**config.mk**
```make
export PLATFORM = sky130hd
export DESIGN_NAME = link_bringup_top
export DESIGN_NICKNAME = d
export VERILOG_FILES = /design/src/link_pkg.sv /design/src/rx_word_decode.sv /design/src/lock_monitor.sv /design/src/bringup_sequencer.sv /design/src/tx_word_mux.sv /design/src/link_bringup_top.sv
export VERILOG_INCLUDE_DIRS = /design/src /design/src/src
export SDC_FILE = /design/constraint.sdc
export NUM_CORES = 1
export LEC_CHECK = 0
export BUFFER_PORTS_ARGS = -buffer_cell sky130_fd_sc_hd__buf_4
export CORE_MARGIN = 5
export CORE_UTILIZATION = 56
export DETAILED_ROUTE_END_ITERATION = 12
export PLACE_DENSITY = 0.81
export SLEW_MARGIN = 25
export SYNTH_ARGS = -nofsm -noshare
export SYNTH_HDL_FRONTEND = slang
export SYNTH_SLANG_ARGS = --single-unit
```
**constraint.sdc**
```tcl
create_clock -name clk -period 4.9 [get_ports clk]
set_clock_uncertainty 0.15 [all_clocks]
set_input_delay 0.245 -clock clk [delete_from_list [all_inputs] [get_ports clk]]
set_output_delay 0.245 -clock clk [all_outputs]
set_load 0.01 [all_outputs]
```
**src/link_macros.svh**
```systemverilog
`ifndef LINK_MACROS_SVH
`define LINK_MACROS_SVH

// word format
`define LINK_DWIDTH 16
`define LINK_KWIDTH 2
`define LINK_COMMA_CODE 8'hBC
`define LINK_MARKER_K 2'b01 // control bits of markers and comma

// wait counts in clk cycles
`define LINK_CNT_WIDTH 16
`define LINK_WAIT_CYCLES 200
`define LINK_CPLL_RESET_CYCLES 2
`define LINK_TXRX_RESET_CYCLES 100
`define LINK_DLY_RESET_CYCLES 5
`define LINK_CDR_STABLE_CYCLES 64
`define LINK_MARKER_CYCLES 100

// timeouts, scaled down for simulation
`define LINK_TMO_SHORT 4096
`define LINK_TMO_LONG 12288

// low samples tolerated before cdr unlock
`define LINK_CDR_UNLOCK_MAX 3

`endif

```
**src/link_pkg.sv**
```systemverilog
`default_nettype none

`include "link_macros.svh"

package link_pkg;

	typedef enum logic [4:0] {
		IDLE,
		TX_WAIT,
		CPLL_RESET,
		CPLL_RESETTING,
		TXRX_RESET,
		TXRX_RESETTING,
		TX_RESET_DONE,
		RX_RESET_DONE,
		TXRX_RESET_DONE,
		TX_DLY_RESET,
		TX_DLY_WAIT,
		TX_PH_STB1,
		TX_PH_STB2,
		TX_PH_CHECK,
		RX_WAIT,
		RX_CDR_READY,
		RX_CDR_STABLE,
		RX_DLY_RESET,
		RX_DLY_WAIT,
		ALIGN1,
		ALIGN2,
		ALIGN2_CHECK,
		ALIGN3,
		DATA,
		RX_ERR,
		TX_TMO,
		RX_TMO
	} link_state_e;

	// what the tx word mux sends
	typedef enum logic [2:0] {
		MARKER1,
		MARKER2,
		MARKER3,
		USER,
		COMMA
	} tx_sel_e;

	typedef struct packed {
		logic [`LINK_DWIDTH/2-1:0] index; // marker number, 0 for a comma
		logic [`LINK_DWIDTH/2-1:0] code;
	} link_marker_t;

	typedef union packed {
		logic [`LINK_DWIDTH-1:0] raw;
		link_marker_t marker;
	} link_word_u;

endpackage

`default_nettype wire

```
**src/rx_word_decode.sv**
```systemverilog
`timescale 1ns/1ps
`default_nettype none

`include "link_macros.svh"

module rx_word_decode (
	input wire clk,
	input wire reset,
	input wire [`LINK_DWIDTH-1:0] rx_data_i,
	input wire [`LINK_KWIDTH-1:0] rx_char_is_k_i,
	input wire [`LINK_KWIDTH-1:0] rx_disp_err_i,
	input wire [`LINK_KWIDTH-1:0] rx_not_in_table_i,
	input wire [15:0] tx_phase_i,
	input wire [4:0] tx_phase_target_i,
	input wire bypass_phase_check_i,
	output logic align1_req_o,
	output logic align2_req_o,
	output logic rx_err_o,
	output logic tx_phase_good_o
);

	link_pkg::link_word_u rx_word;
	logic marker_like; // comma code with marker control bits
	logic [16:0] phase_x5;
	logic [4:0] phase_scaled;

	assign rx_word = rx_data_i;
	assign marker_like = (rx_char_is_k_i == `LINK_MARKER_K) &&
		(rx_word.marker.code == `LINK_COMMA_CODE);

	assign align1_req_o = marker_like && (rx_word.marker.index == 8'd1);
	assign align2_req_o = marker_like && (rx_word.marker.index == 8'd2);
	assign rx_err_o = |{rx_disp_err_i, rx_not_in_table_i};

	// only the low 14 bits of the phase count matter
	assign phase_x5 = {3'b000, tx_phase_i[13:0]} * 17'd5;
	assign phase_scaled = phase_x5[16:12];

	always_ff @(posedge clk or posedge reset) begin
		if (reset) begin
			tx_phase_good_o <= 1'b0;
		end else begin
			tx_phase_good_o <= bypass_phase_check_i || (phase_scaled == tx_phase_target_i);
		end
	end

endmodule

`default_nettype wire

```
**src/lock_monitor.sv**
```systemverilog
`timescale 1ns/1ps
`default_nettype none

`include "link_macros.svh"

module lock_monitor (
	input wire clk,
	input wire reset,
	input wire rx_cdr_lock_i,
	input wire tx_dly_sreset_i,
	input wire tx_dly_sreset_done_i,
	input wire tx_ph_align_done_i,
	input wire rx_dly_sreset_i,
	input wire rx_dly_sreset_done_i,
	input wire rx_ph_align_done_i,
	output logic cdr_locked_o,
	output logic tx_ph_aligned_o,
	output logic rx_ph_aligned_o
);

	localparam int UNLOCK_W = $clog2(`LINK_CDR_UNLOCK_MAX + 1);

	logic [UNLOCK_W-1:0] unlock_cnt;

	// bit 0 is the tx aligner, bit 1 the rx aligner
	logic [1:0] dly_sreset;
	logic [1:0] dly_done;
	logic [1:0] align_done;
	logic [1:0] align_done_d;
	logic [1:0] first_edge; // next rising edge is the one right after reset
	logic [1:0] aligned;

	assign dly_sreset = {rx_dly_sreset_i, tx_dly_sreset_i};
	assign dly_done = {rx_dly_sreset_done_i, tx_dly_sreset_done_i};
	assign align_done = {rx_ph_align_done_i, tx_ph_align_done_i};

	// short cdr dropouts are filtered
	always_ff @(posedge clk or posedge reset) begin
		if (reset) begin
			unlock_cnt <= '0;
			cdr_locked_o <= 1'b0;
		end else if (!rx_cdr_lock_i) begin
			if (unlock_cnt != UNLOCK_W'(`LINK_CDR_UNLOCK_MAX)) begin
				unlock_cnt <= unlock_cnt + 1'b1;
			end else begin
				cdr_locked_o <= 1'b0;
			end
		end else begin
			unlock_cnt <= '0;
			cdr_locked_o <= 1'b1;
		end
	end

	always_ff @(posedge clk or posedge reset) begin
		if (reset) begin
			align_done_d <= '0;
			first_edge <= '1;
			aligned <= '0;
		end else begin
			align_done_d <= align_done;
			for (int i = 0; i < 2; i++) begin
				if (dly_sreset[i] || dly_done[i]) begin
					first_edge[i] <= 1'b1; // re-arm
					aligned[i] <= 1'b0;
				end else if (align_done[i] && !align_done_d[i]) begin
					first_edge[i] <= 1'b0;
					if (!first_edge[i]) begin
						aligned[i] <= 1'b1;
					end
				end
			end
		end
	end

	assign tx_ph_aligned_o = aligned[0];
	assign rx_ph_aligned_o = aligned[1];

endmodule

`default_nettype wire

```
**src/bringup_sequencer.sv**
```systemverilog
`timescale 1ns/1ps
`default_nettype none

`include "link_macros.svh"

module bringup_sequencer (
	input wire clk,
	input wire reset,
	input wire cpll_lock_i,
	input wire cpll_fbclk_lost_i,
	input wire cpll_refclk_lost_i,
	input wire tx_reset_done_i,
	input wire rx_reset_done_i,
	input wire rx_byte_is_aligned_i,
	input wire tx_phase_stb_i,
	input wire align1_req_i,
	input wire align2_req_i,
	input wire rx_err_i,
	input wire tx_phase_good_i,
	input wire cdr_locked_i,
	input wire tx_ph_aligned_i,
	input wire rx_ph_aligned_i,
	output logic cpll_reset_o,
	output logic gt_txrx_reset_o,
	output logic tx_dly_sreset_o,
	output logic rx_dly_sreset_o,
	output logic link_up_o,
	output logic [15:0] attempt_count_o,
	output link_pkg::link_state_e state_o,
	output link_pkg::tx_sel_e tx_sel_o
);

	link_pkg::link_state_e next;
	logic [`LINK_CNT_WIDTH-1:0] cnt; // cycles in the current state
	logic [15:0] attempt;
	logic tmo;
	logic tmo_long;
	logic pll_fault;
	logic far_end_aligned;

	assign tmo = cnt == `LINK_TMO_SHORT;
	assign tmo_long = cnt == `LINK_TMO_LONG;
	assign pll_fault = !cpll_lock_i || cpll_fbclk_lost_i || cpll_refclk_lost_i;

	always_ff @(posedge clk or posedge reset) begin
		if (reset) begin
			state_o <= link_pkg::IDLE;
			cnt <= '0;
		end else begin
			state_o <= next;
			cnt <= (state_o == next) ? cnt + 1'b1 : '0;
		end
	end

	always_comb begin
		next = link_pkg::TX_WAIT;
		case (state_o)
			link_pkg::IDLE: next = link_pkg::TX_WAIT;
			link_pkg::TX_WAIT:
				next = tmo ? link_pkg::TX_TMO :
					(cnt == `LINK_WAIT_CYCLES) ? link_pkg::CPLL_RESET : link_pkg::TX_WAIT;
			link_pkg::CPLL_RESET:
				next = tmo ? link_pkg::TX_TMO :
					(cnt == `LINK_CPLL_RESET_CYCLES) ? link_pkg::CPLL_RESETTING :
					link_pkg::CPLL_RESET;
			link_pkg::CPLL_RESETTING:
				next = tmo ? link_pkg::TX_TMO :
					cpll_lock_i ? link_pkg::TXRX_RESET : link_pkg::CPLL_RESETTING;
			link_pkg::TXRX_RESET:
				next = tmo ? link_pkg::TX_TMO :
					(cnt == `LINK_TXRX_RESET_CYCLES) ? link_pkg::TXRX_RESETTING :
					link_pkg::TXRX_RESET;
			link_pkg::TXRX_RESETTING:
				next = tmo_long ? link_pkg::TX_TMO :
					tx_reset_done_i ? link_pkg::TX_RESET_DONE :
					rx_reset_done_i ? link_pkg::RX_RESET_DONE : link_pkg::TXRX_RESETTING;
			link_pkg::TX_RESET_DONE:
				next = tmo ? link_pkg::TX_TMO : pll_fault ? link_pkg::TX_WAIT :
					rx_reset_done_i ? link_pkg::TXRX_RESET_DONE : link_pkg::TX_RESET_DONE;
			link_pkg::RX_RESET_DONE:
				next = tmo ? link_pkg::TX_TMO : pll_fault ? link_pkg::TX_WAIT :
					tx_reset_done_i ? link_pkg::TXRX_RESET_DONE : link_pkg::RX_RESET_DONE;
			link_pkg::TXRX_RESET_DONE:
				next = tmo_long ? link_pkg::RX_TMO :
					(tx_reset_done_i && rx_reset_done_i && !pll_fault) ?
					link_pkg::TX_DLY_RESET : link_pkg::TX_WAIT;
			link_pkg::TX_DLY_RESET:
				next = (cnt == `LINK_DLY_RESET_CYCLES) ? link_pkg::TX_DLY_WAIT :
					link_pkg::TX_DLY_RESET;
			link_pkg::TX_DLY_WAIT:
				next = tmo ? link_pkg::TX_TMO :
					tx_ph_aligned_i ? link_pkg::TX_PH_STB1 : link_pkg::TX_DLY_WAIT;
			// two strobes so the phase sample is fresh
			link_pkg::TX_PH_STB1:
				next = tx_phase_stb_i ? link_pkg::TX_PH_STB2 : link_pkg::TX_PH_STB1;
			link_pkg::TX_PH_STB2:
				next = tx_phase_stb_i ? link_pkg::TX_PH_CHECK : link_pkg::TX_PH_STB2;
			link_pkg::TX_PH_CHECK:
				next = tx_phase_good_i ? link_pkg::RX_WAIT : link_pkg::TX_WAIT;
			link_pkg::RX_WAIT:
				next = !tx_phase_good_i ? link_pkg::TX_WAIT :
					(cnt == `LINK_WAIT_CYCLES) ? link_pkg::RX_CDR_READY : link_pkg::RX_WAIT;
			link_pkg::RX_CDR_READY:
				next = !tx_phase_good_i ? link_pkg::TX_WAIT :
					cdr_locked_i ? link_pkg::RX_CDR_STABLE : link_pkg::RX_CDR_READY;
			link_pkg::RX_CDR_STABLE:
				next = !tx_phase_good_i ? link_pkg::TX_WAIT :
					!cdr_locked_i ? link_pkg::RX_CDR_READY :
					(cnt == `LINK_CDR_STABLE_CYCLES) ? link_pkg::RX_DLY_RESET :
					link_pkg::RX_CDR_STABLE;
			link_pkg::RX_DLY_RESET:
				next = tmo ? link_pkg::RX_TMO : !tx_phase_good_i ? link_pkg::TX_WAIT :
					(cnt == `LINK_DLY_RESET_CYCLES) ? link_pkg::RX_DLY_WAIT :
					link_pkg::RX_DLY_RESET;
			link_pkg::RX_DLY_WAIT:
				next = tmo ? link_pkg::RX_TMO :
					rx_ph_aligned_i ? link_pkg::ALIGN1 : link_pkg::RX_DLY_WAIT;
			link_pkg::ALIGN1:
				next = tmo ? link_pkg::RX_TMO : !cdr_locked_i ? link_pkg::RX_WAIT :
					rx_byte_is_aligned_i ? link_pkg::ALIGN2 : link_pkg::ALIGN1;
			link_pkg::ALIGN2:
				next = tmo ? link_pkg::RX_TMO : !cdr_locked_i ? link_pkg::RX_WAIT :
					!rx_byte_is_aligned_i ? link_pkg::ALIGN1 :
					(cnt == `LINK_MARKER_CYCLES) ? link_pkg::ALIGN2_CHECK : link_pkg::ALIGN2;
			link_pkg::ALIGN2_CHECK:
				next = tmo ? link_pkg::RX_TMO : !cdr_locked_i ? link_pkg::RX_WAIT :
					!rx_byte_is_aligned_i ? link_pkg::ALIGN1 :
					far_end_aligned ? link_pkg::ALIGN3 : link_pkg::ALIGN2;
			link_pkg::ALIGN3:
				next = tmo ? link_pkg::RX_TMO : !cdr_locked_i ? link_pkg::RX_WAIT :
					!rx_byte_is_aligned_i ? link_pkg::ALIGN1 :
					(cnt == `LINK_MARKER_CYCLES) ? link_pkg::DATA : link_pkg::ALIGN3;
			link_pkg::DATA:
				next = (pll_fault || !tx_phase_good_i) ? link_pkg::TX_WAIT :
					!cdr_locked_i ? link_pkg::RX_WAIT :
					rx_err_i ? link_pkg::RX_ERR :
					!rx_byte_is_aligned_i ? link_pkg::ALIGN1 :
					align1_req_i ? link_pkg::ALIGN2 : // far end restarted
					align2_req_i ? link_pkg::ALIGN3 :
					link_pkg::DATA;
			link_pkg::RX_ERR: next = link_pkg::ALIGN1;
			link_pkg::TX_TMO: next = link_pkg::TX_WAIT;
			link_pkg::RX_TMO: next = link_pkg::TX_WAIT;
			default: next = link_pkg::TX_WAIT;
		endcase
	end

	// outputs follow the next state so they line up with it
	always_ff @(posedge clk or posedge reset) begin
		if (reset) begin
			cpll_reset_o <= 1'b0;
			gt_txrx_reset_o <= 1'b0;
			tx_dly_sreset_o <= 1'b0;
			rx_dly_sreset_o <= 1'b0;
			link_up_o <= 1'b0;
			far_end_aligned <= 1'b0;
			attempt <= '0;
			attempt_count_o <= '0;
			tx_sel_o <= link_pkg::MARKER1;
		end else begin
			case (next)
				link_pkg::TX_WAIT: begin
					cpll_reset_o <= 1'b1;
					gt_txrx_reset_o <= 1'b1;
					tx_dly_sreset_o <= 1'b0;
					rx_dly_sreset_o <= 1'b0;
					link_up_o <= 1'b0;
					tx_sel_o <= link_pkg::COMMA;
				end
				link_pkg::CPLL_RESET: begin
					cpll_reset_o <= 1'b1;
					gt_txrx_reset_o <= 1'b1;
					link_up_o <= 1'b0;
					if (state_o != link_pkg::CPLL_RESET) begin
						attempt <= attempt + 1'b1; // count each try once
					end
				end
				link_pkg::CPLL_RESETTING: begin
					cpll_reset_o <= 1'b0;
					gt_txrx_reset_o <= 1'b0;
				end
				link_pkg::TXRX_RESET: gt_txrx_reset_o <= 1'b1;
				link_pkg::TXRX_RESETTING, link_pkg::TX_RESET_DONE, link_pkg::RX_RESET_DONE:
					gt_txrx_reset_o <= 1'b0;
				link_pkg::TXRX_RESET_DONE: begin
					gt_txrx_reset_o <= 1'b0;
					link_up_o <= 1'b1;
				end
				link_pkg::TX_DLY_RESET: begin
					tx_dly_sreset_o <= 1'b1;
					far_end_aligned <= 1'b0;
				end
				link_pkg::TX_DLY_WAIT: tx_dly_sreset_o <= 1'b0;
				link_pkg::RX_WAIT: tx_sel_o <= link_pkg::MARKER1;
				link_pkg::RX_DLY_RESET: rx_dly_sreset_o <= 1'b1;
				link_pkg::RX_DLY_WAIT: rx_dly_sreset_o <= 1'b0;
				link_pkg::ALIGN1: begin
					if (align2_req_i) begin
						far_end_aligned <= 1'b1;
					end
					tx_sel_o <= link_pkg::MARKER1;
				end
				link_pkg::ALIGN2, link_pkg::ALIGN2_CHECK: begin
					if (align2_req_i) begin
						far_end_aligned <= 1'b1;
					end
					tx_sel_o <= link_pkg::MARKER2;
				end
				link_pkg::ALIGN3: tx_sel_o <= link_pkg::MARKER3;
				link_pkg::DATA: begin
					// keep the last nonzero count across realigns
					if (attempt != '0) begin
						attempt_count_o <= attempt;
						attempt <= '0;
					end
					link_up_o <= 1'b1;
					far_end_aligned <= 1'b0;
					tx_sel_o <= link_pkg::USER;
				end
				link_pkg::RX_ERR: link_up_o <= 1'b0;
				default: ;
			endcase
		end
	end

endmodule

`default_nettype wire

```
**src/tx_word_mux.sv**
```systemverilog
`timescale 1ns/1ps
`default_nettype none

`include "link_macros.svh"

module tx_word_mux (
	input wire clk,
	input wire reset,
	input link_pkg::tx_sel_e tx_sel_i,
	input wire [`LINK_DWIDTH-1:0] tx_data_i,
	input wire [`LINK_KWIDTH-1:0] tx_char_is_k_i,
	output logic [`LINK_DWIDTH-1:0] tx_data_o,
	output logic [`LINK_KWIDTH-1:0] tx_char_is_k_o
);

	link_pkg::link_word_u marker_word;

	always_comb begin
		marker_word.marker.code = `LINK_COMMA_CODE;
		case (tx_sel_i)
			link_pkg::MARKER1: marker_word.marker.index = 8'd1;
			link_pkg::MARKER2: marker_word.marker.index = 8'd2;
			link_pkg::MARKER3: marker_word.marker.index = 8'd3;
			default: marker_word.marker.index = 8'd0; // comma
		endcase
	end

	always_ff @(posedge clk or posedge reset) begin
		if (reset) begin
			tx_data_o <= {8'd1, `LINK_COMMA_CODE}; // marker 1
			tx_char_is_k_o <= `LINK_MARKER_K;
		end else if (tx_sel_i == link_pkg::USER) begin
			tx_data_o <= tx_data_i;
			tx_char_is_k_o <= tx_char_is_k_i;
		end else begin
			tx_data_o <= marker_word.raw;
			tx_char_is_k_o <= `LINK_MARKER_K;
		end
	end

endmodule

`default_nettype wire

```
**src/link_bringup_top.sv**
```systemverilog
`timescale 1ns/1ps
`default_nettype none

`include "link_macros.svh"

module link_bringup_top (
	input wire clk,
	input wire reset,
	// transceiver status
	input wire cpll_lock_i,
	input wire cpll_fbclk_lost_i,
	input wire cpll_refclk_lost_i,
	input wire tx_reset_done_i,
	input wire rx_reset_done_i,
	input wire rx_byte_is_aligned_i,
	input wire rx_cdr_lock_i,
	input wire tx_dly_sreset_done_i,
	input wire tx_ph_align_done_i,
	input wire rx_dly_sreset_done_i,
	input wire rx_ph_align_done_i,
	// received word
	input wire [`LINK_DWIDTH-1:0] rx_data_i,
	input wire [`LINK_KWIDTH-1:0] rx_char_is_k_i,
	input wire [`LINK_KWIDTH-1:0] rx_disp_err_i,
	input wire [`LINK_KWIDTH-1:0] rx_not_in_table_i,
	// tx phase measurement
	input wire [15:0] tx_phase_i,
	input wire tx_phase_stb_i,
	input wire [4:0] tx_phase_target_i,
	input wire bypass_phase_check_i,
	// user word
	input wire [`LINK_DWIDTH-1:0] tx_data_i,
	input wire [`LINK_KWIDTH-1:0] tx_char_is_k_i,
	output logic cpll_reset_o,
	output logic gt_txrx_reset_o,
	output logic tx_dly_sreset_o,
	output logic rx_dly_sreset_o,
	output logic [`LINK_DWIDTH-1:0] tx_data_o,
	output logic [`LINK_KWIDTH-1:0] tx_char_is_k_o,
	output logic link_up_o,
	output logic [15:0] attempt_count_o,
	output link_pkg::link_state_e state_o
);

	logic align1_req;
	logic align2_req;
	logic rx_err;
	logic tx_phase_good;
	logic cdr_locked;
	logic tx_ph_aligned;
	logic rx_ph_aligned;
	link_pkg::tx_sel_e tx_sel;

	rx_word_decode u_rx_word_decode (
		.clk(clk),
		.reset(reset),
		.rx_data_i(rx_data_i),
		.rx_char_is_k_i(rx_char_is_k_i),
		.rx_disp_err_i(rx_disp_err_i),
		.rx_not_in_table_i(rx_not_in_table_i),
		.tx_phase_i(tx_phase_i),
		.tx_phase_target_i(tx_phase_target_i),
		.bypass_phase_check_i(bypass_phase_check_i),
		.align1_req_o(align1_req),
		.align2_req_o(align2_req),
		.rx_err_o(rx_err),
		.tx_phase_good_o(tx_phase_good)
	);

	// delay resets come back from the sequencer to re-arm the qualifiers
	lock_monitor u_lock_monitor (
		.clk(clk),
		.reset(reset),
		.rx_cdr_lock_i(rx_cdr_lock_i),
		.tx_dly_sreset_i(tx_dly_sreset_o),
		.tx_dly_sreset_done_i(tx_dly_sreset_done_i),
		.tx_ph_align_done_i(tx_ph_align_done_i),
		.rx_dly_sreset_i(rx_dly_sreset_o),
		.rx_dly_sreset_done_i(rx_dly_sreset_done_i),
		.rx_ph_align_done_i(rx_ph_align_done_i),
		.cdr_locked_o(cdr_locked),
		.tx_ph_aligned_o(tx_ph_aligned),
		.rx_ph_aligned_o(rx_ph_aligned)
	);

	bringup_sequencer u_bringup_sequencer (
		.clk(clk),
		.reset(reset),
		.cpll_lock_i(cpll_lock_i),
		.cpll_fbclk_lost_i(cpll_fbclk_lost_i),
		.cpll_refclk_lost_i(cpll_refclk_lost_i),
		.tx_reset_done_i(tx_reset_done_i),
		.rx_reset_done_i(rx_reset_done_i),
		.rx_byte_is_aligned_i(rx_byte_is_aligned_i),
		.tx_phase_stb_i(tx_phase_stb_i),
		.align1_req_i(align1_req),
		.align2_req_i(align2_req),
		.rx_err_i(rx_err),
		.tx_phase_good_i(tx_phase_good),
		.cdr_locked_i(cdr_locked),
		.tx_ph_aligned_i(tx_ph_aligned),
		.rx_ph_aligned_i(rx_ph_aligned),
		.cpll_reset_o(cpll_reset_o),
		.gt_txrx_reset_o(gt_txrx_reset_o),
		.tx_dly_sreset_o(tx_dly_sreset_o),
		.rx_dly_sreset_o(rx_dly_sreset_o),
		.link_up_o(link_up_o),
		.attempt_count_o(attempt_count_o),
		.state_o(state_o),
		.tx_sel_o(tx_sel)
	);

	tx_word_mux u_tx_word_mux (
		.clk(clk),
		.reset(reset),
		.tx_sel_i(tx_sel),
		.tx_data_i(tx_data_i),
		.tx_char_is_k_i(tx_char_is_k_i),
		.tx_data_o(tx_data_o),
		.tx_char_is_k_o(tx_char_is_k_o)
	);

endmodule

`default_nettype wire

```
==> results.toml <==
[worst_hold_path]
hold_path_depth = 3
min_from = "tx_phase_target_i[1]"
hp-class = "input port to register"
hold_path_end = "u_rx_word_decode.tx_phase_good_o"

[floorplanning]
coreArea_mm2 = 0.01028
die_y_um = 112.4
design.portCount = 120
start_util = 0.5713
die_w_um = 112.4
rows = 37
die_area_mm2 = 0.01263

[power]
p_leak_nw = 3.397
power_density_mw_per_mm2 = 193.1
vdd_ir_drop_max_mv = 0.2606

[layout]
multi_input_area_mm2 = 0.003386
layout_commonest_cell = "buf_4"
final_cell_mix = "buf_4, dfrtp_1, nor2_1"
stdcell_count = 902
regArea_mm2 = 0.002263
nets = 866
area_growth_pct = 24.31
drive_gt1_frac = 0.2428
n_antenna_cell = 0
fillCellCount = 804

[clock_tree]
cts_buffers = 9
clock_sinks = 90
clk_latency_ns = 0.37
cts_buffer_depth = 2
clock-root-buffer = "clkbuf_8"
cts_tree = "done"
ctsResizeCount = 0
cts.clk_slew.worst_paths_ns = 0.09
htree_levels = 3
post_cts_buffers = 0

[synth]
yosysWarnings = 0
synth_edf_count = 0
synth-seq-cells = 90
syn-cell-area_mm2 = 0.005872
seq_area_frac_synth = 0.3855
avgSynthCellArea_um2 = 9.350
syn_inst = 628
ys.flop_type = "dfrtp_1"
synth_fp_nets = 733
synth_cell_type_count = 85
async_reset_ff_frac = 1.000

[worst_setup_path]
cp-start-kind = "register"
path_delay_family = "simple AND/OR/NAND/NOR gates"
arrival_ns = 4.22
worst_setup_path_end_kind = "register"
r2r_setup_slack_ns = 0.78
crit_type = "register to register"
reg2reg_from = "u_bringup_sequencer.cnt[0]"
r2r_end = "u_bringup_sequencer.attempt_count_o[1]"
rr_worst_depth = 10
required_ns = 5.00
crit_chain = "inv_1 -> ha_1 -> or4b_1 -> or4_4 -> mux2_4 -> o211ai_2 -> or4_1 -> or2_4 -> and3_1 -> mux2_1"
worstPathMaxFanout = 21
crit_path_top_delay_cell = "or4_1"
critPathBufInv = 1
worst_path_largest_cell_delay_ns = 0.60

[sta]
hold_viol = 0
worstMarginPinSlew_ns = 0.8582
max-slew-margin-rel = 0.4272
fmaxAchievable_ghz = 0.2429
slew_violations = 0
fin_crit_ns = 4.117
layout_worst_path_cycle_share = 0.8403
rsz0062_at_grt = "false"
tns_ns = 0
setup-violations-final = 0

[place]
gp_congestion = 0.9521
io_buffers = 117
place_inst = 861
place_hpwl_mm = 11.91

[global_routing]
antenna_found_initial = 0
grt.overflow.total = 0
grt_pass1_wl_mm = 27.84
grt_pass1_vias = 5589
grt.total_usage = 0.2660
grt_max_degree = 52

[route]
num_vias = 5497
wirelength_mm = 16.44
post_drt_wl_per_cell_um = 18.23
drt-initial-drc-count = 379
firstDrtPassIters = 5
antenna_left = 0
vias_per_cell = 6.094
drc = 0

[run_status]
outcome = "completed"

[run]
max_cap_viol_count = 0
[layer usage]
metal,vias up,routed length [um],share of wire,track usage
met3,46,1203,0.073,0.04690
met2,239,7909,0.48,0.4378
met1,2650,6785,0.41,0.3464
met4,0,542,0.033,0.1122
met5,-,0,0,0
li1,2562,-,-,-
[state kept, by name, indices dropped and copies added, names as in the netlist]
register,flops
u_bringup_sequencer.state_o,5
u_lock_monitor.align_done_d,2
u_rx_word_decode.tx_phase_good_o,1
u_lock_monitor.cdr_locked_o,1
u_bringup_sequencer.far_end_aligned,1
u_lock_monitor.aligned,2
u_bringup_sequencer.cnt,16
u_bringup_sequencer.link_up_o,1
u_bringup_sequencer.cpll_reset_o,1
u_bringup_sequencer.tx_sel_o,3
u_bringup_sequencer.rx_dly_sreset_o,1
u_tx_word_mux.tx_data_o,16
u_bringup_sequencer.tx_dly_sreset_o,1
u_lock_monitor.first_edge,2
u_lock_monitor.unlock_cnt,2
u_bringup_sequencer.attempt,16
u_bringup_sequencer.gt_txrx_reset_o,1
u_bringup_sequencer.attempt_count_o,16
u_tx_word_mux.tx_char_is_k_o,2
[tightest hold or removal path: stages]
cell and delay, ns:
buf_4 0.08, o32ai_1 0.08, a31o_2 0.19
[metrics by stage]
stage	power (W)	instance area [um^2]	util	hold WS, ns	worst slack [ns]
6_report	0.001409	7300	0.7103	0.1316	0.7825
5_1_grt	0.001479	7300	0.7103	0.1341	0.5750
4_1_cts	0.001420	7300	0.7103	0.1181	0.7886
3_5_place_dp	0.0009229	6860	0.6675	0.2155	0.8029
3_3_place_gp	0.0009121	6860	0.6675	0.2152	0.8843
2_1_floorplan	0.0008471	5872	-	0.1264	1.054
[synth_stat cells, types with 5 or more instances]
| cell | count | share of area |
|---|---|---|
| mux2_2 | 14 | 0.027 |
| or4_1 | 7 | 0.0089 |
| nand3_1 | 21 | 0.018 |
| nor3b_1 | 8 | 0.010 |
| xor2_1 | 13 | 0.019 |
| nor2_1 | 60 | 0.038 |
| nand2_1 | 49 | 0.031 |
| buf_2 | 13 | 0.011 |
| nor3_1 | 19 | 0.016 |
| nand2b_1 | 12 | 0.013 |
| nor2b_1 | 9 | 0.0096 |
| clkbuf_1 | 13 | 0.0083 |
| and2_1 | 15 | 0.016 |
| o22ai_1 | 5 | 0.0053 |
| o31ai_1 | 5 | 0.0064 |
| xnor2_1 | 20 | 0.030 |
| inv_1 | 21 | 0.013 |
| dfrtp_1 | 81 | 0.35 |
| a211oi_1 | 6 | 0.0077 |
| nand4_1 | 14 | 0.015 |
| o211ai_1 | 12 | 0.015 |
| ha_1 | 29 | 0.062 |
| a21oi_1 | 31 | 0.026 |
| nor4_1 | 8 | 0.0085 |
| dfstp_2 | 9 | 0.040 |
| and3b_1 | 5 | 0.0075 |
| a211o_1 | 5 | 0.0075 |
| o21ai_0 | 12 | 0.010 |
| nand4b_1 | 5 | 0.0075 |
| or3_1 | 9 | 0.0096 |
[where the power goes]
part           leakage [nW]  switching [W]  total (W)  internal (W)
sequential             1.14     0.00000943   0.000760      0.000751
clock                0.0921       0.000291   0.000485      0.000194
combinational          2.16      0.0000735   0.000164     0.0000906
[layout make-up]
type | count | share of cell area
Multi-Input combinational cell | 485 | 0.4638
Inverter | 23 | 0.01200
Clock buffer | 9 | 0.01697
Sequential cell | 90 | 0.3101
Timing Repair Buffer | 152 | 0.1649
Clock inverter | 7 | 0.008913
Tap cell | 136 | 0.02331
[logic make-up (layout without fill, tap and decap cells)]
kind of cell,count (synthesis),in the layout,share of synthesized area
AND/OR/NAND/NOR,272,272,0.2617
AO/OA/AOI/OAI,127,127,0.1579
flip-flops,90,90,0.3855
buffers and inverters,53,191,0.03793
XOR/XNOR,33,33,0.04922
adder cells (fa/ha/maj),31,31,0.06520
multiplexers,22,22,0.04262
[worst max path at each step]
stage | slack [ns] | to | cells past startpoint | startpoint
2_1_floorplan | 1.05 | u_bringup_sequencer.tx_sel_o[1] | 12 | u_bringup_sequencer.cnt[0]
3_3_place_gp | 0.88 | u_bringup_sequencer.attempt_count_o[0] | 10 | u_bringup_sequencer.cnt[0]
3_5_place_dp | 0.80 | u_bringup_sequencer.attempt_count_o[1] | 10 | u_bringup_sequencer.cnt[0]
4_1_cts | 0.79 | u_bringup_sequencer.attempt_count_o[1] | 10 | u_bringup_sequencer.cnt[0]
5_1_grt | 0.58 | u_bringup_sequencer.attempt[5] | 9 | u_bringup_sequencer.state_o[4]
6_report | 0.78 | u_bringup_sequencer.attempt_count_o[1] | 10 | u_bringup_sequencer.cnt[0]
[timing repair]
action / 4_1_cts / 5_1_grt
endpoints found under the hold margin: 75 / 0
hold buffers: 25 / 0
endpoints found under the setup margin: 0 / 0
Power figures use the tool's default switching activity.
